**src/hw/synth_defines.svh**
```systemverilog
// Synthesizer shared constants

`ifndef SYNTH_DEFINES_SVH
`define SYNTH_DEFINES_SVH

// ---------------------------------------------------------------------
// Bus widths
// ---------------------------------------------------------------------
`define SYNTH_USI_WIDTH       32
`define SYNTH_DMA_ADRS_WIDTH  18
`define SYNTH_UFI_DQ_WIDTH    16

// Register map, byte addresses
`define SYNTH_REG_CTRL        32'd0
`define SYNTH_REG_START       32'd4
`define SYNTH_REG_END         32'd8
`define SYNTH_REG_ADD         32'd12
`define SYNTH_REG_STATUS      32'd16

// Control register bits
`define SYNTH_CTRL_DMA_EN     0
`define SYNTH_CTRL_CYCLE_EN   1
`define SYNTH_CTRL_I2S_RST    2

// Sample FIFO and clock dividers
`define SYNTH_DMA_FIFO_DEPTH  4
`define SYNTH_I2S_BCLK_DIV    2
// Scaled down for simulation, 3200 on the board
`define SYNTH_MIDI_BAUD_DIV   32

`endif
```
**src/hw/SynthAudioPkg.sv**
```systemverilog
// Synthesizer audio and control types

`include "synth_defines.svh"

package SynthAudioPkg;

	// DMA walker states
	typedef enum logic [1:0] {
		DMA_IDLE,
		DMA_REQ,
		DMA_WAIT,
		DMA_DONE
	} dmaStateT;

	// MIDI receiver states
	typedef enum logic [1:0] {
		UART_IDLE,
		UART_START,
		UART_DATA,
		UART_STOP
	} uartStateT;

	// I2S word, sample sits in bits 30..15
	typedef struct packed {
		logic                           pad;
		logic [`SYNTH_UFI_DQ_WIDTH-1:0] sample;
		logic [14:0]                    zero;
	} audioWordT;

	// DMA setup from the CSR block
	typedef struct packed {
		logic                             dmaEnable;
		logic                             cycleEnable;
		logic [`SYNTH_DMA_ADRS_WIDTH-1:0] adrsStart;
		logic [`SYNTH_DMA_ADRS_WIDTH-1:0] adrsEnd;
		logic [`SYNTH_DMA_ADRS_WIDTH-1:0] adrsAdd;
	} dmaCfgT;

endpackage

```
**src/hw/SynthBusPkg.sv**
```systemverilog
// Synthesizer bus types

`include "synth_defines.svh"

package SynthBusPkg;

	// ---------------------------------------------------------------------
	// Register bus
	// ---------------------------------------------------------------------
	// One write per cycle with wrEn high
	typedef struct packed {
		logic                        wrEn;
		logic [`SYNTH_USI_WIDTH-1:0] adrs;
		logic [`SYNTH_USI_WIDTH-1:0] wd;
	} usiWrT;

	// ---------------------------------------------------------------------
	// Sample memory port
	// ---------------------------------------------------------------------
	// Request held until rdy comes back
	typedef struct packed {
		logic                             req;
		logic [`SYNTH_DMA_ADRS_WIDTH-1:0] adrs;
	} ufiReqT;

	// Single-cycle rdy with read data
	typedef struct packed {
		logic                           rdy;
		logic [`SYNTH_UFI_DQ_WIDTH-1:0] rd;
	} ufiRspT;

endpackage

```
**src/hw/SynthesizerBlock.sv**
```systemverilog
// Synthesizer peripheral top level

`timescale 1ns/10ps
`include "synth_defines.svh"

module SynthesizerBlock (
	input  logic                          clk,
	input  logic                          rst,
	input  SynthBusPkg::usiWrT            usiWr,
	input  logic [`SYNTH_USI_WIDTH-1:0]   usiRdAdrs,
	input  SynthBusPkg::ufiRspT           ufiRsp,
	input  logic                          midiRx,
	output logic [`SYNTH_USI_WIDTH-1:0]   usiRd,
	output SynthBusPkg::ufiReqT           ufiReq,
	output logic [7:0]                    midiRd,
	output logic                          midiVd,
	output logic                          i2sMclk,
	output logic                          i2sBclk,
	output logic                          i2sLrclk,
	output logic                          i2sSdata
);
	import SynthAudioPkg::*;

	dmaCfgT                         dmaCfg;
	logic                           dmaDone;
	logic                           i2sRst;
	logic                           i2sBlockRst;
	logic [`SYNTH_UFI_DQ_WIDTH-1:0] dmaRd;
	logic                           dmaRvd;
	logic                           dmaRe;
	audioWordT                      audioData;

	// ---------------------------------------------------------------------
	// Registers
	// ---------------------------------------------------------------------
	SynthesizerCsr csr_i (
		.clk       (clk),
		.rst       (rst),
		.usiWr     (usiWr),
		.usiRdAdrs (usiRdAdrs),
		.dmaDone   (dmaDone),
		.usiRd     (usiRd),
		.dmaCfg    (dmaCfg),
		.i2sRst    (i2sRst)
	);

	// Sample fetch
	UfiReadDma dma_i (
		.clk    (clk),
		.rst    (rst),
		.dmaCfg (dmaCfg),
		.ufiRsp (ufiRsp),
		.dmaRe  (dmaRe),
		.ufiReq (ufiReq),
		.dmaDone(dmaDone),
		.dmaRd  (dmaRd),
		.dmaRvd (dmaRvd)
	);

	// MIDI input
	UartRx midi_i (
		.clk    (clk),
		.rst    (rst),
		.midiRx (midiRx),
		.midiRd (midiRd),
		.midiVd (midiVd)
	);

	// ---------------------------------------------------------------------
	// Audio output
	// ---------------------------------------------------------------------
	// Underrun sends a silent frame
	always_comb
	begin
		audioData.pad    = 1'b0;
		audioData.sample = dmaRvd ? dmaRd : '0;
		audioData.zero   = '0;
	end

	// Host can hold the transmitter in reset
	assign i2sBlockRst = rst | i2sRst;

	I2SSignalGen i2s_i (
		.clk          (clk),
		.rst          (i2sBlockRst),
		.audioData    (audioData),
		.audioDataRdy (dmaRe),
		.i2sMclk      (i2sMclk),
		.i2sBclk      (i2sBclk),
		.i2sLrclk     (i2sLrclk),
		.i2sSdata     (i2sSdata)
	);

endmodule

```
**src/hw/I2SSignalGen.sv**
```systemverilog
// I2S transmitter

`timescale 1ns/10ps
`include "synth_defines.svh"

module I2SSignalGen (
	input  logic                     clk,
	input  logic                     rst,
	input  SynthAudioPkg::audioWordT audioData,
	output logic                     audioDataRdy,
	output logic                     i2sMclk,
	output logic                     i2sBclk,
	output logic                     i2sLrclk,
	output logic                     i2sSdata
);
	import SynthAudioPkg::*;

	localparam int bclkDiv  = `SYNTH_I2S_BCLK_DIV;
	localparam int divWidth = (bclkDiv > 1) ? $clog2(bclkDiv) : 1;

	logic [divWidth-1:0] divCnt;
	logic                bclkTick;
	logic                bclkFall;
	logic [5:0]          slotCnt;
	logic [5:0]          nextSlot;
	logic [4:0]          bitSel;
	audioWordT           curWord;

	assign bclkTick = (divCnt == divWidth'(bclkDiv - 1));
	// bclk high now, so this tick is a falling edge
	assign bclkFall = bclkTick & i2sBclk;
	assign nextSlot = slotCnt + 6'd1;
	// Slot k carries bit 32-k, slot 0 still carries bit 0 of the previous word
	assign bitSel   = 5'd0 - nextSlot[4:0];

	// Frame start, same cycle the word is taken
	assign audioDataRdy = bclkFall & (nextSlot == 6'd0);

	// ---------------------------------------------------------------------
	// Clock dividers and serializer
	// ---------------------------------------------------------------------
	always_ff @(posedge clk)
	begin
		if (rst)
		begin
			i2sMclk  <= 1'b0;
			i2sBclk  <= 1'b0;
			i2sLrclk <= 1'b0;
			i2sSdata <= 1'b0;
			divCnt   <= '0;
			// First falling edge lands on slot 0
			slotCnt  <= 6'd63;
		end
		else
		begin
			i2sMclk <= ~i2sMclk;
			divCnt  <= bclkTick ? '0 : divCnt + 1'b1;
			if (bclkTick)
				i2sBclk <= ~i2sBclk;
			// Everything moves on the falling bclk edge
			if (bclkFall)
			begin
				slotCnt  <= nextSlot;
				// Left half low, right half high
				i2sLrclk <= nextSlot[5];
				i2sSdata <= curWord[bitSel];
			end
		end
	end

	// Word held for both halves of the frame
	always_ff @(posedge clk)
	begin
		if (rst)
			curWord <= '0;
		else if (audioDataRdy)
			curWord <= audioData;
	end

endmodule

```
**src/hw/UartRx.sv**
```systemverilog
// MIDI serial receiver

`timescale 1ns/10ps
`include "synth_defines.svh"

module UartRx (
	input  logic       clk,
	input  logic       rst,
	input  logic       midiRx,
	output logic [7:0] midiRd,
	output logic       midiVd
);
	import SynthAudioPkg::*;

	localparam int baudDiv  = `SYNTH_MIDI_BAUD_DIV;
	localparam int cntWidth = $clog2(baudDiv);

	uartStateT           state;
	logic [1:0]          rxSync;
	logic                rxPrev;
	logic                rxFall;
	logic [cntWidth-1:0] baudCnt;
	logic                halfTick;
	logic                fullTick;
	logic [2:0]          bitCnt;
	logic [7:0]          shiftReg;

	// Two-flop synchronizer plus edge history, idle high
	always_ff @(posedge clk)
	begin
		if (rst)
		begin
			rxSync <= 2'b11;
			rxPrev <= 1'b1;
		end
		else
		begin
			rxSync <= {rxSync[0], midiRx};
			rxPrev <= rxSync[1];
		end
	end

	assign rxFall   = rxPrev & ~rxSync[1];
	// Middle of the start bit
	assign halfTick = (baudCnt == cntWidth'(baudDiv / 2 - 1));
	// One full bit later
	assign fullTick = (baudCnt == cntWidth'(baudDiv - 1));

	// ---------------------------------------------------------------------
	// Bit sampler
	// ---------------------------------------------------------------------
	always_ff @(posedge clk)
	begin
		if (rst)
		begin
			state   <= UART_IDLE;
			baudCnt <= '0;
			bitCnt  <= '0;
			midiRd  <= '0;
			midiVd  <= 1'b0;
		end
		else
		begin
			midiVd <= 1'b0;
			case (state)
				UART_IDLE:
				begin
					baudCnt <= '0;
					if (rxFall)
						state <= UART_START;
				end
				UART_START:
				begin
					if (halfTick)
					begin
						baudCnt <= '0;
						bitCnt  <= '0;
						// Glitch check, line must still be low
						state   <= rxSync[1] ? UART_IDLE : UART_DATA;
					end
					else
						baudCnt <= baudCnt + 1'b1;
				end
				UART_DATA:
				begin
					if (fullTick)
					begin
						baudCnt  <= '0;
						// LSB first
						shiftReg <= {rxSync[1], shiftReg[7:1]};
						bitCnt   <= bitCnt + 1'b1;
						if (bitCnt == 3'd7)
							state <= UART_STOP;
					end
					else
						baudCnt <= baudCnt + 1'b1;
				end
				UART_STOP:
				begin
					if (fullTick)
					begin
						// Framing error drops the byte
						if (rxSync[1])
						begin
							midiRd <= shiftReg;
							midiVd <= 1'b1;
						end
						state <= UART_IDLE;
					end
					else
						baudCnt <= baudCnt + 1'b1;
				end
				default: state <= UART_IDLE;
			endcase
		end
	end

endmodule

```
**src/hw/UfiReadDma.sv**
```systemverilog
// Sample memory read DMA

`timescale 1ns/10ps
`include "synth_defines.svh"

module UfiReadDma (
	input  logic                            clk,
	input  logic                            rst,
	input  SynthAudioPkg::dmaCfgT           dmaCfg,
	input  SynthBusPkg::ufiRspT             ufiRsp,
	input  logic                            dmaRe,
	output SynthBusPkg::ufiReqT             ufiReq,
	output logic                            dmaDone,
	output logic [`SYNTH_UFI_DQ_WIDTH-1:0]  dmaRd,
	output logic                            dmaRvd
);
	import SynthAudioPkg::*;

	localparam int fifoDepth = `SYNTH_DMA_FIFO_DEPTH;
	localparam int ptrWidth  = (fifoDepth > 1) ? $clog2(fifoDepth) : 1;
	localparam int cntWidth  = $clog2(fifoDepth + 1);

	dmaStateT                         state;
	logic                             enPrev;
	logic                             enRise;
	logic [`SYNTH_DMA_ADRS_WIDTH-1:0] curAdrs;
	logic                             lastAdrs;
	logic                             push;
	logic                             pop;
	logic [`SYNTH_UFI_DQ_WIDTH-1:0]   fifoMem [fifoDepth];
	logic [ptrWidth-1:0]              wrPtr;
	logic [ptrWidth-1:0]              rdPtr;
	logic [cntWidth-1:0]              fifoCount;

	// Pointer step with wrap at the FIFO depth
	function automatic logic [ptrWidth-1:0] nextPtr(input logic [ptrWidth-1:0] ptr);
		if (ptr == ptrWidth'(fifoDepth - 1))
			return '0;
		return ptr + 1'b1;
	endfunction

	assign enRise   = dmaCfg.dmaEnable & ~enPrev;
	assign lastAdrs = curAdrs >= dmaCfg.adrsEnd;
	// Late responses after disable are dropped
	assign push     = (state == DMA_WAIT) & ufiRsp.rdy & dmaCfg.dmaEnable;
	assign pop      = dmaRe & (fifoCount != '0);

	// Request stays up for the whole wait
	always_comb
	begin
		ufiReq.req  = (state == DMA_WAIT);
		ufiReq.adrs = curAdrs;
	end

	// ---------------------------------------------------------------------
	// Address walker
	// ---------------------------------------------------------------------
	always_ff @(posedge clk)
	begin
		if (rst)
		begin
			state   <= DMA_IDLE;
			enPrev  <= 1'b0;
			curAdrs <= '0;
			dmaDone <= 1'b0;
		end
		else
		begin
			enPrev  <= dmaCfg.dmaEnable;
			dmaDone <= 1'b0;
			case (state)
				DMA_IDLE:
				begin
					// Start only on a fresh enable
					if (enRise)
					begin
						curAdrs <= dmaCfg.adrsStart;
						state   <= DMA_REQ;
					end
				end
				DMA_REQ:
				begin
					// One request in flight, so a free entry is enough
					if (!dmaCfg.dmaEnable)
						state <= DMA_IDLE;
					else if (fifoCount < cntWidth'(fifoDepth))
						state <= DMA_WAIT;
				end
				DMA_WAIT:
				begin
					if (ufiRsp.rdy)
					begin
						if (!dmaCfg.dmaEnable)
							state <= DMA_IDLE;
						else if (lastAdrs)
						begin
							// End of pass
							dmaDone <= 1'b1;
							if (dmaCfg.cycleEnable)
							begin
								curAdrs <= dmaCfg.adrsStart;
								state   <= DMA_REQ;
							end
							else
								state <= DMA_DONE;
						end
						else
						begin
							curAdrs <= curAdrs + dmaCfg.adrsAdd;
							state   <= DMA_REQ;
						end
					end
				end
				DMA_DONE:
				begin
					// Park until the host drops enable
					if (!dmaCfg.dmaEnable)
						state <= DMA_IDLE;
				end
				default: state <= DMA_IDLE;
			endcase
		end
	end

	// ---------------------------------------------------------------------
	// Sample FIFO
	// ---------------------------------------------------------------------
	always_ff @(posedge clk)
	begin
		if (push)
			fifoMem[wrPtr] <= ufiRsp.rd;
	end

	always_ff @(posedge clk)
	begin
		// Disable flushes everything
		if (rst || !dmaCfg.dmaEnable)
		begin
			wrPtr     <= '0;
			rdPtr     <= '0;
			fifoCount <= '0;
		end
		else
		begin
			if (push)
				wrPtr <= nextPtr(wrPtr);
			if (pop)
				rdPtr <= nextPtr(rdPtr);
			case ({push, pop})
				2'b10:   fifoCount <= fifoCount + 1'b1;
				2'b01:   fifoCount <= fifoCount - 1'b1;
				default: ;
			endcase
		end
	end

	// Head of queue
	assign dmaRd  = fifoMem[rdPtr];
	assign dmaRvd = (fifoCount != '0);

endmodule

```
**src/hw/SynthesizerCsr.sv**
```systemverilog
// Synthesizer control and status registers

`timescale 1ns/10ps
`include "synth_defines.svh"

module SynthesizerCsr (
	input  logic                          clk,
	input  logic                          rst,
	input  SynthBusPkg::usiWrT            usiWr,
	input  logic [`SYNTH_USI_WIDTH-1:0]   usiRdAdrs,
	input  logic                          dmaDone,
	output logic [`SYNTH_USI_WIDTH-1:0]   usiRd,
	output SynthAudioPkg::dmaCfgT         dmaCfg,
	output logic                          i2sRst
);

	// Full words kept so readback matches what was written
	logic [`SYNTH_USI_WIDTH-1:0] ctrlReg;
	logic [`SYNTH_USI_WIDTH-1:0] startReg;
	logic [`SYNTH_USI_WIDTH-1:0] endReg;
	logic [`SYNTH_USI_WIDTH-1:0] addReg;
	logic                        doneSticky;
	logic                        doneClr;

	// ---------------------------------------------------------------------
	// Write decode
	// ---------------------------------------------------------------------
	always_ff @(posedge clk)
	begin
		if (rst)
		begin
			ctrlReg  <= '0;
			startReg <= '0;
			endReg   <= '0;
			addReg   <= '0;
		end
		else if (usiWr.wrEn)
		begin
			// Unmapped and status addresses fall through
			case (usiWr.adrs)
				`SYNTH_REG_CTRL:  ctrlReg  <= usiWr.wd;
				`SYNTH_REG_START: startReg <= usiWr.wd;
				`SYNTH_REG_END:   endReg   <= usiWr.wd;
				`SYNTH_REG_ADD:   addReg   <= usiWr.wd;
				default: ;
			endcase
		end
	end

	// Write one to clear the done flag
	assign doneClr = usiWr.wrEn & (usiWr.adrs == `SYNTH_REG_STATUS) & usiWr.wd[0];

	// Sticky done, a new pulse beats a clear
	always_ff @(posedge clk)
	begin
		if (rst)
			doneSticky <= 1'b0;
		else
			doneSticky <= dmaDone | (doneSticky & ~doneClr);
	end

	// ---------------------------------------------------------------------
	// Registered readback
	// ---------------------------------------------------------------------
	always_ff @(posedge clk)
	begin
		if (rst)
			usiRd <= '0;
		else
		begin
			case (usiRdAdrs)
				`SYNTH_REG_CTRL:   usiRd <= ctrlReg;
				`SYNTH_REG_START:  usiRd <= startReg;
				`SYNTH_REG_END:    usiRd <= endReg;
				`SYNTH_REG_ADD:    usiRd <= addReg;
				`SYNTH_REG_STATUS: usiRd <= {{(`SYNTH_USI_WIDTH-1){1'b0}}, doneSticky};
				default:           usiRd <= '0;
			endcase
		end
	end

	// Fields out to the DMA and I2S blocks
	always_comb
	begin
		dmaCfg.dmaEnable   = ctrlReg[`SYNTH_CTRL_DMA_EN];
		dmaCfg.cycleEnable = ctrlReg[`SYNTH_CTRL_CYCLE_EN];
		dmaCfg.adrsStart   = startReg[`SYNTH_DMA_ADRS_WIDTH-1:0];
		dmaCfg.adrsEnd     = endReg[`SYNTH_DMA_ADRS_WIDTH-1:0];
		dmaCfg.adrsAdd     = addReg[`SYNTH_DMA_ADRS_WIDTH-1:0];
	end

	assign i2sRst = ctrlReg[`SYNTH_CTRL_I2S_RST];

endmodule

```
**config.mk**
```make
export PLATFORM = sky130hd
export DESIGN_NAME = SynthesizerBlock
export DESIGN_NICKNAME = d
export VERILOG_FILES = /design/src/hw/SynthAudioPkg.sv /design/src/hw/SynthBusPkg.sv /design/src/hw/SynthesizerBlock.sv /design/src/hw/I2SSignalGen.sv /design/src/hw/UartRx.sv /design/src/hw/UfiReadDma.sv /design/src/hw/SynthesizerCsr.sv
export VERILOG_INCLUDE_DIRS = /design/src /design/src/hw
export SDC_FILE = /design/constraint.sdc
export NUM_CORES = 1
export LEC_CHECK = 0
export BUFFER_PORTS_ARGS = -buffer_cell sky130_fd_sc_hd__buf_2
export CAP_MARGIN = 15
export CORE_UTILIZATION = 45
export CTS_CLUSTER_DIAMETER = 60
export DETAILED_ROUTE_END_ITERATION = 10
export GPL_ROUTABILITY_DRIVEN = 0
export HOLD_SLACK_MARGIN = 0.06
export SETUP_SLACK_MARGIN = 0.15
export SKIP_CTS_REPAIR_TIMING = 1
export SKIP_LAST_GASP = 1
export SYNTH_ARGS = -nofsm -noshare
export SYNTH_HDL_FRONTEND = slang
export SYNTH_SLANG_ARGS = --single-unit
```
**constraint.sdc**
```tcl
create_clock -name clk -period 8.72 [get_ports clk]
set_clock_uncertainty 0.2 [all_clocks]
set_input_delay 1.308 -clock clk [delete_from_list [all_inputs] [get_ports clk]]
set_output_delay 1.308 -clock clk [all_outputs]
set_load 0.005 [all_outputs]
```
Yosys cells after proc, flatten, opt, wreduce, memory -nomap -nowiden:

Memories as Yosys holds them, arrays and structs flattened. A register that Yosys moved wholly into a read port is not among the register bits.
Cells that the tools add are included.

* RAM bits: 64
* input bits: 117
* memories: 1
* bits in registers: 247

Memories
* dma_i.fifoMem: depth 4, bits a word 16, rd ports 1, clocked after Yosys merged registers in 1, wr ports 1, RTL line UfiReadDma.sv:30 `` logic [`SYNTH_UFI_DQ_WIDTH-1:0] fifoMem [fifoDepth]; ``

* add/subtract/negate cells: 10
* equal/unequal tests: 33
* multiplexer cells: 50
* reductions and logical operators: 24
* bitwise operators: 23
* $lt $le $gt $ge: 3

Operators with widths (number)
* $pmux 32 s5: 1
* $eq 32x4->1 const B: 4
* $mux 18: 5
* $eq 32x3->1 const B: 2
* $eq 32x5->1 const B: 2
* $logic_not 32->1: 2
* $mux 2: 20
* $pmux 18 s2: 1
* $pmux 5 s4: 1
* $add 18x18->18: 1
* $ge 18x18->1: 1
* $mux 16: 1
* $pmux 2 s4: 2
* $mux 5: 3
* $eq 2x2->1 const B: 7
* $ne 2x1->1 const B: 7
* $pmux 3 s2: 2
* $mux 1: 11
* $not 1->1: 11
* $and 1x1->1: 10
* $reduce_and 5->1: 2
* $reduce_and 3->1: 3
* $reduce_and 2->1: 4
* $add 3x1->3 const B: 2
* 28 further kinds: 38

Depth between registers and ports, before layout:

* depth after elaboration: 9
* gate-level depth with buffers: 13
* depth with buffers taken out: 12

Hierarchy:

Synthesis repeated with hierarchy kept, for this count alone.

* cells, all modules: 1412
* area, all modules: 15368.5 µm²

By module, submodules not included
* SynthesizerCsr: area an instance 6891.6 µm², instances 1, sequential area each 3223.1 µm², cells an instance 652
* UfiReadDma: area an instance 5156.2 µm², instances 1, sequential area each 2542.4 µm², cells an instance 439
* I2SSignalGen: area an instance 1963.1 µm², instances 1, sequential area each 860.8 µm², cells an instance 186
* UartRx: area an instance 1221.2 µm², instances 1, sequential area each 680.7 µm², cells an instance 116
* SynthesizerBlock: area an instance 136.4 µm², instances 1, sequential area each 0.0 µm², cells an instance 19

Worst setup path after synthesis:

Ideal clock, no wire load.

* path type: register -> register
* start point: register i2s_i.slotCnt[1]
* end point: register dma_i.fifoCount[2]
* setup slack: 5.459 ns
* path buffers: 1
* data arrival time: 2.990 ns
* clock period less this slack: 3.261 ns
* library setup time: 0.070 ns
* required time: 8.450 ns
* cell stages (with the launch flop): 14
* cells stage by stage: dfxtp_1 > ha_1 > nand3_1 > xor2_1 > and4_1 > nand2_1 > a31oi_4 > buf_4 > ha_1 > inv_1 > fa_1 > xor2_1 > or3_1 > a21oi_1

* cells in the longest elaborated chain, start to end: 6

Ends and longest elaborated chain
* start, declared: RTL line I2SSignalGen.sv:24 `logic [5:0] slotCnt;`
* start signal, assigned: RTL line I2SSignalGen.sv:63 `slotCnt <= nextSlot;`
* $add 6x1->6 *: RTL line I2SSignalGen.sv:32 `assign nextSlot = slotCnt + 6'd1;`
* $logic_not 6->1 *: RTL line I2SSignalGen.sv:37 `assign audioDataRdy = bclkFall & (nextSlot == 6'd0);`
* $and 1x1->1 *: RTL line I2SSignalGen.sv:37
* $and 1x1->1 *: RTL line UfiReadDma.sv:46 `assign pop = dmaRe & (fifoCount != '0);`
* $eq 2x1->1 / $eq 2x2->1 (equally long branches): RTL line UfiReadDma.sv:149 `case ({push, pop})`
* $pmux 3 s2 / $reduce_bool 2->1 (equally long branches)
* end signal, assigned: RTL line UfiReadDma.sv:150 `2'b10: fifoCount <= fifoCount + 1'b1;`
* end signal, assigned: RTL line UfiReadDma.sv:151 `2'b01: fifoCount <= fifoCount - 1'b1;`
* end, declared: RTL line UfiReadDma.sv:33 `logic [cntWidth-1:0] fifoCount;`

Mark *: on every way between the ends. The rest lies on a longest branch, timed or not.
A chain may end at the register's enable or synchronous reset.

Worst setup path in the final report:

* start point: register i2s_i.slotCnt[0]
* end point: register dma_i.fifoCount[2]

The elaborated chain is that of the path after synthesis.

==> results.cfg <==
[yosys]
post_synth.cell_area_avg_um2 = 9.86
synth-xor-area-share = 0.0154
synth_adder_area_share = 0.0497
number_of_enable_type_register_cells_in_the_synthesized_netlist = 72
ys_warn_count = 0
synth.cell_area_um2 = 13600
synthMuxAreaShare = 0.0730
synth.ff_latch_count = 313
synth_flop_cell = dfxtp_1
syn-num-nets = 1547
synth-compound-area-share = 0.165
syn_inst = 1378
fraction_of_registers_with_async_set_reset = 0
synth_top_family_by_area = compound AO/OA/AOI/OAI gates
yosys.area_share.simple = 0.144
share_of_the_yosys_chip_area_belonging_to_registers = 0.514
synthDistinctLibCells = 65

[hold_path]
hp-class = reg -> reg
worst_hold_path.num_cells = 1

[setup_path]
timing.reg2reg.worst_path_depth = 12
type_of_element_capturing_the_critical_path = flop
worst-path-max-fanout = 19
cpMaxStageDelayCell = a31oi_4
cp-start-kind = flop
crit_path_max_incr_delay_ns = 0.66
crit_type = reg -> reg
worst-endpoint-required_ns = 8.95
crit_chain = ha_1 > nand3_1 > xor2_1 > and4_1 > nand2_1 > a31oi_4 > ha_1 > inv_1 > fa_1 > xor2_1 > or3_1 > a21oi_1
cp_data_arrival_time_ns = 4.51

[sta]
layout_setup_ws_ns = 4.44
fin_crit_sh = 0.490
period_needed_ns = 4.28
finalSetupViolCount = 0
finalHoldViolCount = 0
unrepaired_setup_endpoints_after_global_routing = false
slew-limit-headroom = 0.240
setup_total_negative_slack_ns = 0
max_clock_freq_mhz = 234
worstMarginPinSlew_ns = 1.14
final-max-slew-violation-count = 0

[job]
maxCapViolations = 0

[floorplan]
floorplan.io_pins = 181
dieWidth_um = 176
total_die_area_um2 = 30900
initial_core_util = 0.458
die_height_um = 176
core_um2 = 29600
placement_rows = 63

[clock_network]
cts_max_path_buffers = 3
cts_buffers = 35
cts_root_buffer = clkbuf_16
clock_sink_count = 313
clk_pin_slew_worst_paths_ns = 0.06
cts.htree.levels = 2
cts_tree = yes
clk-insertion-delay-late_ns = 0.51

[placed_design]
portBuffers = 180
post-dp-hpwl_mm = 22.2
post-place-ws_ns = 4.38
post_dp_cell_area_um2 = 14800

[grt]
grt.total_usage = 0.229
grt_antenna_before_repair = 1
number_of_global_route_vias_before_repair = 10300
grt_first_pass_wirelength_mm = 56.1
grt_start_max_net_pins = 106
grt_overflow_total = 0

[final_layout]
finish.net_count = 1695
multi_input_area_um2 = 6100
filler_cell_count = 2781
flip_flop_and_latch_area_um2 = 6990
area_growth_syn_to_layout_pct = 16.8
layout_common_cells = 244 x nand2_1, 241 x dfxtp_1, 179 x buf_2
postLayoutCellArea_um2 = 15900
ratio_of_cells_with_drive_above_1_in_the_final_layout = 0.190
leading_cell_type_in_the_layout_fill_and_taps_excluded = nand2_1

[detailed_routing]
avgViaCountPerCell = 5.57
drt-wirelength-per-cell_um = 18.2
drtPass1Iterations = 5
drt_drc_violations_left = 0
route.vias.total = 10800
detail_route.wirelength_mm = 35.4
antenna_left = 0
dr.first_iter.drc_count = 887

[pwr]
p_leak_nw = 5.92
vdd_drop_max_mv = 0.161
power_per_cell_area_nw_per_um2 = 190

[run_status]
status = finished, final reports clean
area by class of cell:
type | count | area share
Multi-Input combinational cell | 941 | 0.385
Antenna cell | 1 | 0.000158
Timing Repair Buffer | 196 | 0.0648
Inverter | 39 | 0.00923
Clock buffer | 49 | 0.0629
Clock inverter | 14 | 0.00686
Sequential cell | 313 | 0.440
Tap cell | 390 | 0.0308
state kept, by name, summed over array words and instances, names as in the netlist, 5 cells and up, named ones only:
name             cells
dma_i.fifoMem       64
csr_i.addReg        32
csr_i.ctrlReg       32
csr_i.endReg        32
csr_i.startReg      32
csr_i.usiRd         32
dma_i.curAdrs       18
i2s_i.curWord       16
midi_i.midiRd        8
midi_i.shiftReg      8
i2s_i.slotCnt        6
midi_i.baudCnt       5
power breakdown:
group	leakage (nW)	internal (mW)	switching, mW	total, mW
clock network	0.551	0.832	0.582	1.41
registers	2.59	1.49	0.00606	1.49
logic	2.78	0.0402	0.0644	0.105
total	5.92	2.36	0.652	3.01
cell families after synthesis:
| family | after synthesis |
|---|---|
| buffers and inverters | 124 |
| xor gates and xnor gates | 23 |
| adders and majority gates | 53 |
| and+or+nand+nor | 451 |
| DFF | 313 |
| muxes | 74 |
| AOI/OAI and AO/OA | 340 |
worst max-delay path: cells and delay by family (launching register included):
family | cells | cell delay [ns]
adders and majority gates | 3 | 0.96
DFF | 1 | 0.63
buffers and inverters | 1 | 0.06
AOI/OAI and AO/OA | 2 | 0.81
and+or+nand+nor | 4 | 1.06
xor gates and xnor gates | 2 | 0.47
path summary, 6_finish.rpt:
path         slack, ns                  to             start
min               0.20       i2s_i.i2sMclk     i2s_i.i2sMclk
min reg2reg       0.20       i2s_i.i2sMclk     i2s_i.i2sMclk
max reg2reg       4.44  dma_i.fifoCount[2]  i2s_i.slotCnt[0]
max               4.44  dma_i.fifoCount[2]  i2s_i.slotCnt[0]
synth_stat cells (3+ instances only):
| cell type | instances | area [um^2] |
|---|---|---|
| nand3_1 | 27 | 135 |
| a22oi_1 | 84 | 631 |
| ha_1 | 50 | 626 |
| nand2_1 | 244 | 916 |
| o22ai_1 | 3 | 18.8 |
| inv_1 | 38 | 143 |
| o21ai_0 | 16 | 80.1 |
| mux4_2 | 20 | 450 |
| nor2_1 | 85 | 319 |
| nor4_1 | 12 | 75.1 |
| and3_1 | 7 | 43.8 |
| edfxtp_1 | 72 | 2160 |
| a21oi_1 | 140 | 701 |
| dfxtp_1 | 241 | 4820 |
| o221ai_1 | 3 | 26.3 |
| or2_2 | 4 | 25.0 |
| o31ai_1 | 3 | 22.5 |
| or3_1 | 6 | 37.5 |
| nand4_1 | 7 | 43.8 |
| buf_2 | 19 | 95.1 |
| a41oi_1 | 3 | 26.3 |
| a211oi_1 | 45 | 338 |
| and2_1 | 9 | 56.3 |
| nor3_1 | 33 | 165 |
| xor2_1 | 8 | 70.1 |
| a311oi_1 | 4 | 35.0 |
| clkbuf_1 | 60 | 225 |
| a211oi_2 | 5 | 62.6 |
| mux2i_1 | 53 | 531 |
| o21bai_1 | 3 | 22.5 |
| a21o_1 | 8 | 60.1 |
| o21ai_1 | 5 | 25.0 |
| o21a_1 | 4 | 30.0 |
| nand2b_1 | 3 | 18.8 |
| xnor2_1 | 14 | 123 |
| o211ai_1 | 3 | 22.5 |
per-stage QoR:
| stage | hold slack, ns | instances | power [mW] | utilization |
|---|---|---|---|---|
| final | 0.205 | 1943 | 3.01 | 0.535 |
| after global routing | 0.226 | 1943 | 3.11 | 0.535 |
| after CTS | 0.208 | 1942 | 3.04 | 0.535 |
| after detailed placement | 0.200 | 1879 | 1.63 | 0.498 |
| after global placement | 0.194 | 1879 | 1.63 | 0.498 |
| after floorplan | 0.189 | 1378 | 1.57 | - |
per-layer routing:
metal  up-vias  global-route usage  share of wire
li1       5258                   -              -
met1      5226               0.320           0.47
met2       283               0.367           0.46
met3        47              0.0355          0.052
met4         0              0.0627          0.020
met5         -                   0              0
(Power assumes the default switching activity.)
